<file path="config.mk">
export PLATFORM = sky130hd
export DESIGN_NAME = rx_clk_en_gen
export DESIGN_NICKNAME = d
export VERILOG_FILES = /design/src/design/srrc_rx_pkg.sv /design/src/design/rx_clk_en_gen.sv
export SDC_FILE = /design/constraint.sdc
export NUM_CORES = 1
export LEC_CHECK = 0
export BUFFER_PORTS_ARGS = -buffer_cell sky130_fd_sc_hd__buf_2
export CAP_MARGIN = 0
export CORE_AREA = 3 3 40 42
export CTS_BUF_LIST = sky130_fd_sc_hd__clkbuf_4 sky130_fd_sc_hd__clkbuf_8
export CTS_CLUSTER_SIZE = 20
export DETAILED_ROUTE_END_ITERATION = 16
export DIE_AREA = 0 0 43 45
export HOLD_SLACK_MARGIN = 0.03
export PLACE_DENSITY = 0.34
export SYNTH_ARGS = -nofsm -noshare
export SYNTH_HDL_FRONTEND = slang
export SYNTH_SLANG_ARGS = --single-unit
</file>
<file path="constraint.sdc">
create_clock -name clk -period 1 [get_ports clk]
set_input_delay 0 -clock clk [delete_from_list [all_inputs] [get_ports clk]]
set_output_delay 0 -clock clk [all_outputs]
set_load 0.05 [all_outputs]
</file>
<file path="src/design/srrc_rx_pkg.sv">
`default_nettype none

package srrc_rx_pkg;

    // sample, coefficient and filter sum width
    localparam int DATA_W = 18;

    typedef logic signed [DATA_W-1:0] sample_t;
    typedef logic signed [2*DATA_W-1:0] prod_t;

    // product bits kept after a multiply, 34 down to 17
    localparam int PROD_LSB = DATA_W - 1;

    localparam int NUM_TAPS = 33;
    localparam int NUM_FOLD = (NUM_TAPS + 1) / 2;
    localparam int SAMPLES_PER_SYM = 4;

    // first half of the srrc response, beta 0.5, 4 samples per symbol
    // outermost tap first, centre tap last, Q1.17
    localparam sample_t SRRC_COEF [NUM_FOLD] = '{
        -18'sd583,
        -18'sd220,
        18'sd618,
        18'sd949,
        18'sd175,
        -18'sd949,
        -18'sd865,
        18'sd892,
        18'sd2447,
        18'sd892,
        -18'sd4326,
        -18'sd9043,
        -18'sd6118,
        18'sd9043,
        18'sd33363,
        18'sd56188,
        18'sd65536
    };

    // outer decision level, twice the inner symbol level (0.25 in Q1.17)
    localparam sample_t SLICE_THRESH = 18'sd32768;

    // gray coded 4-PAM decision, most negative first: 00 01 11 10
    typedef logic [1:0] sym_t;

endpackage

`default_nettype wire
</file>
<file path="src/design/rx_clk_en_gen.sv">
`timescale 1ns/1ps
`default_nettype none

module rx_clk_en_gen #(
    parameter int SAM_DIV   = 8,
    parameter int SYM_PHASE = 0
) (
    input  logic clk,
    input  logic reset,
    output logic sam_clk_en,
    output logic sym_clk_en
);
    import srrc_rx_pkg::*;

    localparam int DIV_W = (SAM_DIV > 1) ? $clog2(SAM_DIV) : 1;
    localparam int PH_W  = $clog2(SAMPLES_PER_SYM);

    logic [DIV_W-1:0] div_cnt;
    logic [PH_W-1:0]  ph_cnt;
    logic             div_wrap;

    assign div_wrap = (div_cnt == DIV_W'(SAM_DIV - 1));

    always_ff @(posedge clk or posedge reset) begin
        if (reset) begin
            div_cnt    <= '0;
            ph_cnt     <= '0;
            sam_clk_en <= 1'b0;
            sym_clk_en <= 1'b0;
        end else begin
            div_cnt    <= div_wrap ? '0 : div_cnt + 1'b1;
            sam_clk_en <= div_wrap;
            // strobe k carries phase k mod 4
            sym_clk_en <= div_wrap && (ph_cnt == PH_W'(SYM_PHASE));
            if (sam_clk_en) begin
                ph_cnt <= (ph_cnt == PH_W'(SAMPLES_PER_SYM - 1)) ? '0 : ph_cnt + 1'b1;
            end
        end
    end

    a_phase_range: assert property (@(posedge clk) SYM_PHASE < SAMPLES_PER_SYM);

    // next symbol strobe lands on the sample strobe one symbol later
    a_sym_period: assert property (@(posedge clk) disable iff (reset)
        $past(sym_clk_en, SAM_DIV * SAMPLES_PER_SYM) |-> (sym_clk_en && sam_clk_en));

endmodule

`default_nettype wire

</file>
== Word-level counts from Yosys, hierarchy flattened ==
Cells that the tools add are included.
Word-level totals
  register bits: 7
  output and inout port bits: 2
  logic and storage cells: 12
Operators by class
  add/subtract/negate cells: 2
  equality and inequality tests: 2
  muxes and demuxes: 2
  reductions and logical operators: 2
Operators with widths (number)
  $add 3x1->3 const B: 1
  $eq 3x3->1 const B: 1
  $mux 3: 1
  $add 2x1->2 const B: 1
  $eq 2x2->1 const B: 1
  $logic_not 2->1: 1
  $mux 2: 1
  $logic_and 1x1->1: 1

== Longest topological paths before layout ==
  depth after elaboration: 2
  depth in mapped cells: 4
  mapped depth without buffers: 4

== Worst setup path before layout ==
OpenSTA, ideal clock, no wires.
  path kind: register to register
  start: register sam_clk_en
  end: register ph_cnt[0]
  data arrival time: 1.075 ns
  data required time: 0.913 ns
  setup slack: -0.163 ns
  stages on the path, launching flop included: 3
  clock period less this slack: 1.163 ns
  cell sequence: dfrtp_1 or3b_1 o21ai_0
RTL lines
  start: declaration: RTL line rx_clk_en_gen.sv:10  | output logic sam_clk_en,
  start signal: assignment: RTL line rx_clk_en_gen.sv:32  | sam_clk_en <= div_wrap;
  end signal: assignment: RTL line rx_clk_en_gen.sv:36  | ph_cnt <= (ph_cnt == PH_W'(SAMPLES_PER_SYM - 1)) ? '0 : ph_cnt + 1'b1;
  end: declaration: RTL line rx_clk_en_gen.sv:19  | logic [PH_W-1:0] ph_cnt;

== Final worst setup path ==
  start: register ph_cnt[0]
  end: register ph_cnt[0]
On the way
  longest elaborated chain between the ends: 2
  elaborated cells between the ends (all ways): 3
  classes of those cells: add/sub: 1; eq/ne: 1; mux: 1
RTL lines (RTL line)
  $add 2x1->2 or $eq 2x2->1 (tied branches): rx_clk_en_gen.sv:36
  $mux 2 *: rx_clk_en_gen.sv:36
Mark *: on every way between the ends. The rest lies on a longest branch, timed or not.
A chain may end at the register's enable or synchronous reset.

==> key figures <==
Status
  • Status: finished with violations
  • Failing checks: negative setup slack

Finish
  • Fin util: 28.14%
  • Final nets: 35
  • Ant diodes: 0
  • Layout area overhead: 34.42%
  • Share of cells above drive strength 1: 39.29%
  • # fillers: 135
  • Sequential standard cell area: 176.4 um^2
  • Area of the multi-input gates: 100.1 um^2

Critical path
  • Slowest cell on crit path: dfrtp_1
  • Reg2reg path depth: 3
  • Crit path buffers/inverters: 0
  • End of the worst register-to-register path: ph_cnt[0]$_DFFE_PP0P_
  • Crit path kind: flip-flop to flip-flop
  • Worst Path Arrival: 1.21 ns
  • Worst path depth: 3
  • Crit path capture: ph_cnt[0]$_DFFE_PP0P_
  • Worst r2r src: ph_cnt[0]$_DFFE_PP0P_
  • CP Data Required Time: 1.18 ns
  • CP max FO: 3
  • Endpoint type of the worst setup path: flip-flop
  • CP cell instances: ha_2, or3b_1, o21ai_1
  • Reg2reg setup slack: -0.03 ns
  • Crit path from: ph_cnt[0]$_DFFE_PP0P_
  • CP startpoint kind: flip-flop
  • Crit path max-delay family: flip-flops
  • Slowest stage delay, CP: 0.39 ns

STA
  • Worst clock skew: 0.003485 ns
  • Count of final setup violators: 1
  • Min cycle time layout: 1.033 ns
  • Minimum hold slack: 0.2099 ns
  • Setup slack after layout: -0.03341 ns
  • Slew headroom: 83.10%
  • Fin crit share: 103.3%
  • RSZ-0062 raised after global routing: true
  • Hold Fails Final Rpt: 0
  • Setup TNS: -0.03341 ns
  • Worst slew pin tran: 0.2533 ns
  • Final Slew Violations: 0
  • Max Clk Rate: 967.7 MHz

GRT
  • Pin count of the biggest net entering global routing: 8
  • Initial antenna violation count: 0
  • Vias in the first global route: 124
  • First-pass GRT wire length: 524 um
  • Gr usage total: 4.458%
  • Grt total ovfl: 0

Min path
  • Hold WC Path Type: primary input to async pin

Drt
  • Via/cell ratio: 3.628
  • Post-route DRC: 0
  • Routed WL: 337 um
  • Iter 0 DRT Violations: 1
  • Vias: 156
  • Antenna-violating nets left: 0
  • Post-DR wirelength/cell: 7.837 um
  • Pre-antenna DRT Iters: 4

Power and ir drop
  • Gate power share: 1.7%
  • Share of power burned in registers: 49.4%
  • Clock power share: 48.9%
  • Internal power: 0.4670 mW
  • Maximum VDD drop: 0.0005815 V
  • Switch share: 18.67%
  • Psw: 0.1072 mW
  • Total Power: 0.5742 mW
  • Leak Pwr: 0.1787 nW
  • Power Dens Cells: 1588 nW/um^2

CTS
  • H-tree levels: 1
  • CTS sink cnt: 7
  • Max Root-Sink Buffers: 2
  • Clock-pin slew on the worst setup and hold paths: 0.05 ns
  • Postcts setup bufs: 0
  • CTS tree: built
  • Worst-skew pair later-pin latency: 0.25 ns
  • Number of buffers created by CTS: 3
  • Root Driver: clkbuf_4

Die
  • Die ar.: 1935 um^2
  • # rows: 13
  • Core outline area: 1285 um^2
  • Die Wd: 43 um
  • Initial Utilization: 20.93%
  • Die height: 45 um
  • IO Pins: 4

Synth
  • Synth Register Bits: 7
  • Asr flop ratio synth: 100.0%
  • Top-count cell post-synth: dfrtp_1
  • Predominant post-synthesis flop cell: dfrtp_1
  • Mapped Avg Cell Area: 13.45 um^2
  • Synth top cells by count: 7 x dfrtp_1, 4 x ha_1, 3 x inv_1, 2 x o21ai_0
  • Sequential area share after synthesis: 65.12%
  • Distinct cells, synth: 8
  • EDFF count, synth: 0
  • Area leader, netlist: dfrtp_1
  • Ys Warns: 0
  • Top post-synthesis cells by area: dfrtp_1 65%, ha_1 19%, inv_1 4.2%, o21ai_0 3.7%, or3b_1 3.3%
  • Gate Count Post-Synth: 20
  • Syn Nets: 26
  • Cell area after synthesis: 269.0 um^2
  • Synth top area share: 65.12%

Place
  • Setup Slack @ Placement: -0.06930 ns
  • Dpl hpwl: 263.9 um
  • Final GP Congestion: 0.5343
  • PortBufs: 3

Flow run
  • # Max-Cap Violations: 0
## sequential cells by signal (all words and copies together) (netlist names)
signal	count
ph_cnt	2
sam_clk_en	1
div_cnt	3
sym_clk_en	1
## power groups by stage
| stage | logic, mW | clock network, mW | registers (mW) |
|---|---|---|---|
| final | 0.00996 | 0.281 | 0.284 |
| after global routing | 0.0123 | 0.310 | 0.283 |
| after CTS | 0.0106 | 0.288 | 0.284 |
| after detailed placement | 0.00754 | 0 | 0.288 |
| after global placement | 0.00762 | 0 | 0.288 |
| after floorplan | 0.00446 | 0 | 0.288 |
## layout make-up
class	instances	share of cell area (%)
inverter	3	3.114
multi-input combinational	10	27.68
timing repair buffer	4	6.920
tap	15	5.190
clock buffer	4	8.304
sequential	7	48.79
## cells by family after synthesis
| family | count (synthesis) | share of synthesized area (%) |
|---|---|---|
| adder cells (fa/ha/maj) | 4 | 18.61 |
| buffers and inverters | 3 | 4.186 |
| AND/OR/NAND/NOR | 4 | 8.371 |
| flip-flops | 7 | 65.12 |
| AO/OA/AOI/OAI | 2 | 3.721 |
## worst register-to-register path: stages (launching register included)
cell and delay, ns:
dfrtp_1 0.39, ha_2 0.17, or3b_1 0.33, o21ai_1 0.07
## stage by stage
| step | area (um^2) | cells |
|---|---|---|
| after floorplan | 270.3 | 20 |
| final | 361.6 | 43 |
| after CTS | 351.6 | 43 |
| after detailed placement | 304.0 | 38 |
| after global routing | 361.6 | 43 |
| after global placement | 304.0 | 38 |
## worst min path at each step
stage               startpoint                     to  slack, ns  cells after the start
floorplan                reset   div_cnt[0]$_DFF_PP0_      -0.20                      1
global placement         reset   div_cnt[1]$_DFF_PP0_      -0.06                      2
detailed placement       reset   div_cnt[1]$_DFF_PP0_      -0.06                      2
CTS                      reset  ph_cnt[0]$_DFFE_PP0P_       0.22                      3
global route             reset   sym_clk_en$_DFF_PP0_       0.26                      3
finish                   reset  ph_cnt[0]$_DFFE_PP0P_       0.21                      3
## placed cells by master (no fill, tap or decap), drive strengths merged
cell type    netlist  layout
nand2              1       1
dfrtp              7       7
dlygate4sd3        0       1
ha                 4       4
o21ai              2       2
nor2               1       1
buf                0       3
clkbuf             0       4
or3b               1       1
and2               1       1
inv                3       3
## metal layers
metal	global-route usage [%]	vias to the layer above	wire, um	share of wire [%]
met5	0	-	0	0
met4	0	0	0	0
met3	7.570	0	61	18
met2	4.192	8	127	38
met1	4.963	70	148	44
li1	-	78	-	-
## repair_timing
action                                  CTS  global route
resized for setup                         4             1
hold endpoints to repair                  7             0
endpoints found under the setup margin    2             3
hold buffers                              1             0
cloned                                    0             0
pin swaps                                 1             1
(Power assumes the default switching activity.)
