--- src/design/srrc_rx_pkg.sv ---
`default_nettype none

package srrc_rx_pkg;

    // sample, coefficient and filter sum width
    localparam int DATA_W = 18;

    typedef logic signed [DATA_W-1:0] sample_t;
    typedef logic signed [2*DATA_W-1:0] prod_t;

    // product bits kept after a multiply, 34 down to 17
    localparam int PROD_LSB = DATA_W - 1;

    localparam int NUM_TAPS = 33;
    localparam int NUM_FOLD = (NUM_TAPS + 1) / 2;
    localparam int SAMPLES_PER_SYM = 4;

    // first half of the srrc response, beta 0.5, 4 samples per symbol
    // outermost tap first, centre tap last, Q1.17
    localparam sample_t SRRC_COEF [NUM_FOLD] = '{
        -18'sd583,
        -18'sd220,
        18'sd618,
        18'sd949,
        18'sd175,
        -18'sd949,
        -18'sd865,
        18'sd892,
        18'sd2447,
        18'sd892,
        -18'sd4326,
        -18'sd9043,
        -18'sd6118,
        18'sd9043,
        18'sd33363,
        18'sd56188,
        18'sd65536
    };

    // outer decision level, twice the inner symbol level (0.25 in Q1.17)
    localparam sample_t SLICE_THRESH = 18'sd32768;

    // gray coded 4-PAM decision, most negative first: 00 01 11 10
    typedef logic [1:0] sym_t;

endpackage

`default_nettype wire
--- src/design/sym_slicer.sv ---
`timescale 1ns/1ps
`default_nettype none

module sym_slicer (
    input  logic                 clk,
    input  logic                 reset,
    input  logic                 sym_clk_en,
    input  srrc_rx_pkg::sample_t filt_in,
    output srrc_rx_pkg::sample_t sym_soft,
    output srrc_rx_pkg::sym_t    sym_out,
    output logic                 sym_valid
);
    import srrc_rx_pkg::*;

    logic sym_dly;
    sym_t sym_dec;

    // threshold decision, gray order 00 01 11 10
    always_comb begin
        if (filt_in < -SLICE_THRESH) begin
            sym_dec = 2'b00;
        end else if (filt_in < 0) begin
            sym_dec = 2'b01;
        end else if (filt_in < SLICE_THRESH) begin
            sym_dec = 2'b11;
        end else begin
            sym_dec = 2'b10;
        end
    end

    // filter output updates on the strobe edge, so sample one cycle later
    always_ff @(posedge clk or posedge reset) begin
        if (reset) begin
            sym_dly   <= 1'b0;
            sym_valid <= 1'b0;
            sym_soft  <= '0;
            sym_out   <= '0;
        end else begin
            sym_dly   <= sym_clk_en;
            sym_valid <= sym_dly;
            if (sym_dly) begin
                sym_soft <= filt_in;
                sym_out  <= sym_dec;
            end
        end
    end

    a_valid_single: assert property (@(posedge clk) disable iff (reset)
        sym_valid |=> !sym_valid);

endmodule

`default_nettype wire

--- config.mk ---
export PLATFORM = sky130hd
export DESIGN_NAME = sym_slicer
export DESIGN_NICKNAME = d
export VERILOG_FILES = /design/src/design/srrc_rx_pkg.sv /design/src/design/sym_slicer.sv
export SDC_FILE = /design/constraint.sdc
export NUM_CORES = 1
export LEC_CHECK = 0
export BUFFER_PORTS_ARGS = -buffer_cell sky130_fd_sc_hd__buf_2
export CORE_MARGIN = 2
export CORE_UTILIZATION = 25
export DETAILED_ROUTE_END_ITERATION = 6
export GPL_TIMING_DRIVEN = 0
export HOLD_SLACK_MARGIN = 0.05
export SLEW_MARGIN = 20
export SYNTH_ARGS = -nofsm -noshare
export SYNTH_HDL_FRONTEND = slang
export SYNTH_SLANG_ARGS = --single-unit
--- constraint.sdc ---
create_clock -name clk -period 1 [get_ports clk]
set_input_delay 0.2 -clock clk [delete_from_list [all_inputs] [get_ports clk]]
set_output_delay 0.2 -clock clk [all_outputs]
set_load 0.03 [all_outputs]
# Word level (Yosys, flattened, before mapping)
# Index checks and enable logic that the tools add are counted.
# Widths: inputs -> output; s select.
# op_classes
add_sub_neg,0
n_mul,0
n_div,0
n_lt_le_gt_ge,3
eq_ne,0
n_shift,0
mux,3
n_bitwise,0
reduce_logical,0
# ops
op,count
$lt 18x1->1 const B,1
$lt 18x16->1 const B,1
$lt 18x17->1 const B,1
$mux 2,2
$mux 1,1
# word_totals
reg_bits,22
latch_bits,0
mem_bits_rw,0
mem_bits_ro,0
in_bits,21
output_inout_bits,21
word_cells,10
n_memories,0

# Longest topological paths before layout
# Gate-level depths: netlist of run 1.
# logic_depth
ltp_word,4
ltp_mapped,3
ltp_nobuf,3

# Least setup slack after synthesis of run 1
# No wires, ideal clock.
# synth_timing
path_kind,reg2reg
from,reg sym_dly
to,reg sym_soft[10]
setup_time_ps,125
arrival_ps,871
required_ps,875
setup_slack_ps,5
path_stages_with_launch,3
path_buffers,1
synth_period_minus_slack_ps,995
path_cell_list,dfrtp_1 -> buf_6 -> mux2_2
# synth_lines
item,line_no,source
"start, declared",sym_slicer.sv:15,logic sym_dly;
"start signal, assigned",sym_slicer.sv:39,sym_dly <= sym_clk_en;
"end signal, assigned",sym_slicer.sv:42,sym_soft <= filt_in;
"end, declared",sym_slicer.sv:9,"output srrc_rx_pkg::sample_t sym_soft,"
# No word-level cell between the ends.

# Worst setup path in the final report of run 1
# layout_timing
from,reg sym_dly
to,reg sym_soft[6]
# No word-level cell between the ends.

==> results of run 1 <==
## critical path, cell delays in order, from the launching register on
cell and delay [ns]:
dfrtp_2 0.49, clkbuf_16 0.18, mux2_2 0.32
## registers in the layout, summed over array words and instances, names as in the netlist
register and count:
sym_valid 1, sym_dly 1, sym_out 2, sym_soft 18
## layout make-up
type | instances | area share
Sequential cell | 22 | 0.3687
Tap cell | 46 | 0.03846
Clock buffer | 4 | 0.02425
Timing Repair Buffer | 58 | 0.3261
Multi-Input combinational cell | 25 | 0.2199
Buffer | 2 | 0.01756
Inverter | 2 | 0.005017
## final timing paths
kind / slack [ns] / startpoint / end / depth (start not counted)
min: 0.06 / reset / sym_soft[11]$_DFFE_PP0P_ / 2
max reg2reg: -0.09 / sym_dly$_DFF_PP0_ / sym_soft[6]$_DFFE_PP0P_ / 2
max in group asynchronous: 0.35 / reset / sym_dly$_DFF_PP0_ / 2
min reg2reg: 0.55 / sym_soft[10]$_DFFE_PP0P_ / sym_soft[10]$_DFFE_PP0P_ / 1
min in group clk: 0.12 / filt_in[11] / sym_soft[11]$_DFFE_PP0P_ / 2
max: -0.09 / sym_dly$_DFF_PP0_ / sym_soft[6]$_DFFE_PP0P_ / 2
## power by group through the flow
stage | clock (W) | combinational (W) | sequential [W]
final | 0.000477 | 0.000706 | 0.00104
after global routing | 0.000557 | 0.000742 | 0.00106
after CTS | 0.000511 | 0.000628 | 0.00104
after detailed placement | 0 | 0.000455 | 0.00103
after global placement | 0 | 0.000448 | 0.00103
after floorplan | 0 | 0.000128 | 0.00121
## metrics by stage
step / instance area [um2] / hold WS, ns / setup slack (ns)
floorplan: 845.8 / 0.1892 / 0.004604
global placement: 1109 / 0.3102 / -0.06055
detailed placement: 1109 / 0.3174 / -0.06851
CTS: 1381 / 0.08382 / -0.08325
global route: 1496 / 0.08202 / -0.1293
finish: 1496 / 0.06391 / -0.08770
## cells in the final DEF (no fill, tap or decap)
cell type	n
or2_1	1
buf_2	20
clkbuf_4	3
buf_4	14
dlygate4sd3_1	1
nand3_1	1
dfrtp_2	1
mux2_4	17
and2b_2	1
nor2_1	1
clkbuf_16	1
buf_8	1
ha_1	1
buf_6	23
clkbuf_8	1
dfrtp_1	21
a221oi_2	1
inv_1	2
mux2_2	2
## logic make-up (layout without fill, tap and decap cells)
| kind of cell | after synthesis | in the layout | share of synthesized area |
|---|---|---|---|
| flops | 22 | 22 | 0.6509 |
| buf+inv | 4 | 66 | 0.03550 |
| simple gates | 4 | 4 | 0.02810 |
| compound gates | 1 | 1 | 0.01775 |
| mux | 19 | 19 | 0.2530 |
| fa+ha+maj | 1 | 1 | 0.01479 |
## layer usage
layer | GRT usage | up-vias | share of wire
met4 | 0.03333 | 0 | 0
met5 | 0 | - | 0
met3 | 0.02899 | 0 | 0.060
met2 | 0.1807 | 25 | 0.51
li1 | - | 300 | -
met1 | 0.1243 | 321 | 0.43
## repair_timing
item | in CTS | in global routing
gates resized for setup | 55 | 8
hold buffers | 1 | 0
pin swaps | 0 | 1
setup buffers | 6 | 8
endpoints found under the hold margin | 1 | 0
cloned | 1 | 1
endpoints found under the setup margin | 39 | 41
==> flow_summary_export.csv, run 1 <==
group,metric,value,unit
status,status,"finished with violations",
status,violations,"setup timing",
pwr,p_per_area,1488,mW/mm2
global_routing,grt_first_pass_wirelength,3.187,mm
sta,setup_violations,40,
floorplan,die_height,62.17,um
logic_synthesis,yosysUniqueCellTypes,10,
sta,drv_slew,0,
sta,max-slew-margin-rel,0.4161,
worst_setup_path,cp.arrival,1.29,ns
logic_synthesis,yosys-top-cells-area,"dfrtp_1 65%, mux2_2 25%, buf_6 2.7%",
logic_synthesis,synth.most_common_cell,"dfrtp_1",
sta,rsz0062_at_grt,"yes",
cts,cts_sinks,22,
worst_setup_path,path_class,"reg -> reg",
logic_synthesis,synth_nets,73,
logic_synthesis,yosysSeqAreaShare,0.6509,
floorplan,dieArea,0.003864,mm2
global_routing,grt_util_all_layers,0.1038,
sta,setup_ws,-0.08770,ns
cts,cts-root-buf,"clkbuf_4",
cells_and_area,multi_input_area,329.1,um2
global_routing,grt_pass1_vias,663,
sta,worstMarginPinSlew,0.8749,ns
place,place_congestion,0.6736,
sta,fin_crit,1.088,ns
routing,drt_iter0_drc,24,
place,dp_hpwl,1.185,mm
floorplan,die_x,62.17,um
pwr,switching_share,0.2848,
pwr,switchingPower,0.0006341,W
floorplan,row_count,21,
logic_synthesis,synthFlopType,"dfrtp_1",
logic_synthesis,synthArstFlopShare,1.000,
sta,hold_viol_final,0,
pwr,power.internal,0.001592,W
cts,cts_tree,"built",
sta,max_freq,919.4,MHz
logic_synthesis,synth_area_per_cell,16.58,um2
routing,antenna_left,0,
routing,drc,0,
cts,clk_pin_slew,0.12,ns
global_routing,grt_overflow,0,
cts,clk_latency,0.30,ns
cells_and_area,n_antenna_cell,0,
logic_synthesis,synthCells,51,
cts,cts_buffer_depth,2,
cells_and_area,regArea,551.8,um2
min_path,hp-class,"in -> async",
routing,first_pass_iters,2,
logic_synthesis,synth_edf_count,0,
cells_and_area,drive_gt1_frac,0.7522,
worst_setup_path,crit_required,1.20,ns
floorplan,initial_core_util,0.2575,
routing,via_count,646,
floorplan,ios,42,
cells_and_area,area_growth,76.92,%
worst_setup_path,crit_fanout,6,
place,dp.cells,138,
global_routing,grt_max_degree,23,
pwr,p_leak,0.7653,nW
sta,setup-tns-final,-2.137,ns
cts,cts_buffers,3,
worst_setup_path,cp-end-kind,"flip-flop",
logic_synthesis,syn_area,845.8,um2
floorplan,core_area,0.003284,mm2
routing,wire_per_inst,12.68,um
sta,fin_crit_sh,1.088,
logic_synthesis,synth_top_area_cell,"dfrtp_1",
logic_synthesis,synth_common_cells,"22 x dfrtp_1, 19 x mux2_2, 2 x buf_6, 2 x inv_1",
logic_synthesis,yosys_warnings,0,
cells_and_area,instances_no_fill,159,
place,portBuffers,41,
worst_setup_path,cp-start-kind,"flip-flop",
routing,drt-total-wl,2.016,mm
routing,vias_per_cell,4.063,
cts,h-tree-depth,1,
global_routing,antenna_found_initial,0,
pwr,p_comb_frac,0.317,
pwr,ir_worst_vdd,377.4,uV
pwr,p_total,0.002227,W
cells_and_area,fin_util,0.4556,
sta,skew,0.0004874,ns
logic_synthesis,synth_top_area_share,0.6509,
cells_and_area,nNetsFinal,136,
pwr,clkPwrFrac,0.214,
pwr,power_frac_seq,0.469,
cells_and_area,nFillCells,308,
run,maxCapViolations,0,
logic_synthesis,synth-seq-cells,22,
No activity file was read; power rests on OpenSTA's default activity.
==> run 2, diff against run 1 <==
- ABC_AREA: default -> 1
- MAX_ROUTING_LAYER: default -> met4
==> flow_summary_export.csv, run 2 <==
group,metric,value,unit
logic_synthesis,synth.most_common_cell,"nand2_1",
worst_setup_path,cp.arrival,0.86,ns
place,pre_cts_ws,0.02864,ns
logic_synthesis,synthFlopType,"dfrtp_1",
place,dp.cells,179,
logic_synthesis,yosys.area_share.adder,0.01445,
sta,hold_viol_final,0,
cells_and_area,fin_util,0.4188,
cells_and_area,drive_gt1_frac,0.4238,
cts,cts_buffer_depth,2,
cells_and_area,regMostFlops,"sym_soft",
worst_setup_path,crit_fanout,2,
logic_synthesis,synthXorXnorAreaFrac,0,
logic_synthesis,yosysSeqAreaShare,0.6358,
logic_synthesis,synth-seq-cells,22,
logic_synthesis,synthCells,92,
cells_and_area,final_cell_mix,"57 x nand2_1, 24 x buf_6, 22 x dfrtp_1, 20 x buf_2, 14 x buf_4",
global_routing,grt_util_all_layers,0.09913,
logic_synthesis,synth_top_family_by_area,"simple AND/OR/NAND/NOR gates",
global_routing,grt_max_degree,23,
pwr,p_comb_frac,0.294,
cts,cts_tree,"built",
cells_and_area,top_regs,"sym_soft x18, sym_out x2",
pwr,power.internal,0.001389,W
pwr,p_total,0.001988,W
cells_and_area,largest_reg_flops,18,
logic_synthesis,synth_top_area_share,0.6358,
routing,drt-total-wl,1.962,mm
cells_and_area,multi_input_area,251.5,um2
worst_setup_path,cp_num_buf_inv,1,
logic_synthesis,synth_area_per_cell,9.411,um2
cells_and_area,final_common_cell,"nand2_1",
logic_synthesis,synth_compound_area_frac,0.01156,
routing,antenna_left,0,
cells_and_area,nFillCells,367,
place,place_congestion,0.6424,
logic_synthesis,synth_nets,114,
sta,max-slew-margin-rel,0.4429,
routing,wire_per_inst,9.959,um
routing,drt_iter0_drc,24,
run,maxCapViolations,0,
sta,setup_violations,21,
cells_and_area,instances_no_fill,197,
worst_setup_path,path_class,"reg -> out",
global_routing,antenna_found_initial,0,
floorplan,die_height,62.85,um
logic_synthesis,syn_area,865.8,um2
worst_setup_path,crit_chain,"buf_6",
cells_and_area,n_antenna_cell,0,
worst_setup_path,cp-end-kind,"output port",
sta,drv_slew,0,
floorplan,die_x,62.85,um
logic_synthesis,yosys-top-cells-area,"dfrtp_1 64%, nand2_1 25%, buf_6 3.9%",
pwr,clkPwrFrac,0.192,
global_routing,grt_first_pass_wirelength,3.042,mm
cts,clk_latency,0.29,ns
cts,clk_pin_slew,0.11,ns
logic_synthesis,synth_top_area_cell,"dfrtp_1",
routing,vias_per_cell,3.868,
cts,cts_buffers,3,
logic_synthesis,yosys_warnings,0,
worst_setup_path,critical_path.top_delay_family,"flip-flops",
place,dp_hpwl,1.436,mm
routing,first_pass_iters,4,
floorplan,dieArea,0.003950,mm2
pwr,switchingPower,0.0005988,W
pwr,switching_share,0.3012,
global_routing,grt_pass1_vias,721,
sta,setup_ws,-0.05848,ns
sta,max_freq,944.7,MHz
cells_and_area,regArea,550.5,um2
sta,whs,0.05710,ns
sta,skew,0.002617,ns
floorplan,initial_core_util,0.2595,
min_path,hp-class,"in -> async",
cts,cts_sinks,22,
pwr,p_per_area,1423,mW/mm2
sta,rsz0062_at_grt,"yes",
sta,worstMarginPinSlew,0.8347,ns
logic_synthesis,synth_edf_count,0,
worst_setup_path,crit_required,0.80,ns
floorplan,row_count,21,
floorplan,ios,42,
sta,fin_crit,1.058,ns
status,violations,"setup timing",
pwr,power_frac_seq,0.514,
routing,via_count,762,
worst_setup_path,slowest_delay,0.42,ns
cells_and_area,nNetsFinal,175,
cts,cts-root-buf,"clkbuf_4",
pwr,p_leak,0.7796,nW
logic_synthesis,synth_common_cells,"57 x nand2_1, 22 x dfrtp_1, 3 x buf_6",
logic_synthesis,synth-simple-area-share,0.2645,
pwr,ir_worst_vdd,371.2,uV
floorplan,core_area,0.003337,mm2
worst_setup_path,cp_slowest_cell,"dfrtp_1",
cts,h-tree-depth,1,
logic_synthesis,yosysUniqueCellTypes,12,
status,status,"finished with violations",
routing,drc,0,
place,portBuffers,41,
logic_synthesis,synthMuxAreaShare,0,
cells_and_area,area_growth,61.42,%
sta,fin_crit_sh,1.058,
global_routing,grt_overflow,0,
worst_setup_path,cp-start-kind,"flip-flop",
logic_synthesis,synthArstFlopShare,1.000,
## run 2: metal layers
metal	wire, um	track usage	up-vias
met3	56	0.009009	2
met4	21	0.05000	0
met5	0	-	-
met2	1047	0.1761	19
li1	-	-	397
met1	837	0.1111	344
## run 2: worst register-to-register path: stages, from the launching register on
cell	delay [ns]
dfrtp_1	0.41
buf_6	0.14
clkbuf_8	0.15
nand2_1	0.06
nand2_1	0.05
## run 2: cell type report
type                       count  share of cell area
multi-input combinational     63              0.1799
buffer                         4             0.03402
inverter                       3             0.01164
timing repair buffer          56              0.3232
tap                           46             0.04118
clock buffer                   3             0.01611
sequential                    22              0.3939
## run 2: repair_timing
action                                 CTS  global route
resized for setup                       42             0
buffers inserted                         4            10
setup endpoints to repair               21            23
endpoints found under the hold margin    1             0
hold buffers                             1             0
## run 2: logic make-up (layout without fill, tap and decap cells)
logic type	after synthesis	in the layout
AOI/OAI and AO/OA	2	2
buffers and inverters	7	66
adders and majority gates	1	1
DFF	22	22
and+or+nand+nor	60	60
## run 2: power by group through the flow
| stage | registers, W | logic (W) | clock network [W] |
|---|---|---|---|
| detailed placement | 0.00102 | 0.000428 | 0 |
| floorplan | 0.00118 | 0.000121 | 0 |
| global placement | 0.00102 | 0.000421 | 0 |
| global route | 0.00103 | 0.000626 | 0.000431 |
| finish | 0.00102 | 0.000584 | 0.000382 |
| CTS | 0.00102 | 0.000544 | 0.000410 |
## run 2: path summary, 6_finish.rpt
| path | slack, ns | endpoint | cells past startpoint | start |
|---|---|---|---|---|
| worst max-delay path | -0.06 | sym_soft[7] | 1 | sym_soft[7]$_DFFE_PP0P_ |
| worst min-delay path | 0.06 | sym_soft[8]$_DFFE_PP0P_ | 2 | reset |
| worst max register to register | 0.08 | sym_soft[7]$_DFFE_PP0P_ | 4 | sym_dly$_DFF_PP0_ |
| worst min register to register | 0.43 | sym_valid$_DFF_PP0_ | 0 | sym_dly$_DFF_PP0_ |
| max in group asynchronous | 0.43 | sym_soft[7]$_DFFE_PP0P_ | 2 | reset |
| min in group clk | 0.10 | sym_soft[13]$_DFFE_PP0P_ | 3 | filt_in[13] |
## run 2: stage by stage
step | setup TNS (ns) | instance area (um2)
detailed placement | 0 | 1129
CTS | -1.313 | 1323
global route | -1.675 | 1398
finish | -0.9011 | 1398
floorplan | 0 | 865.8
global placement | 0 | 1129
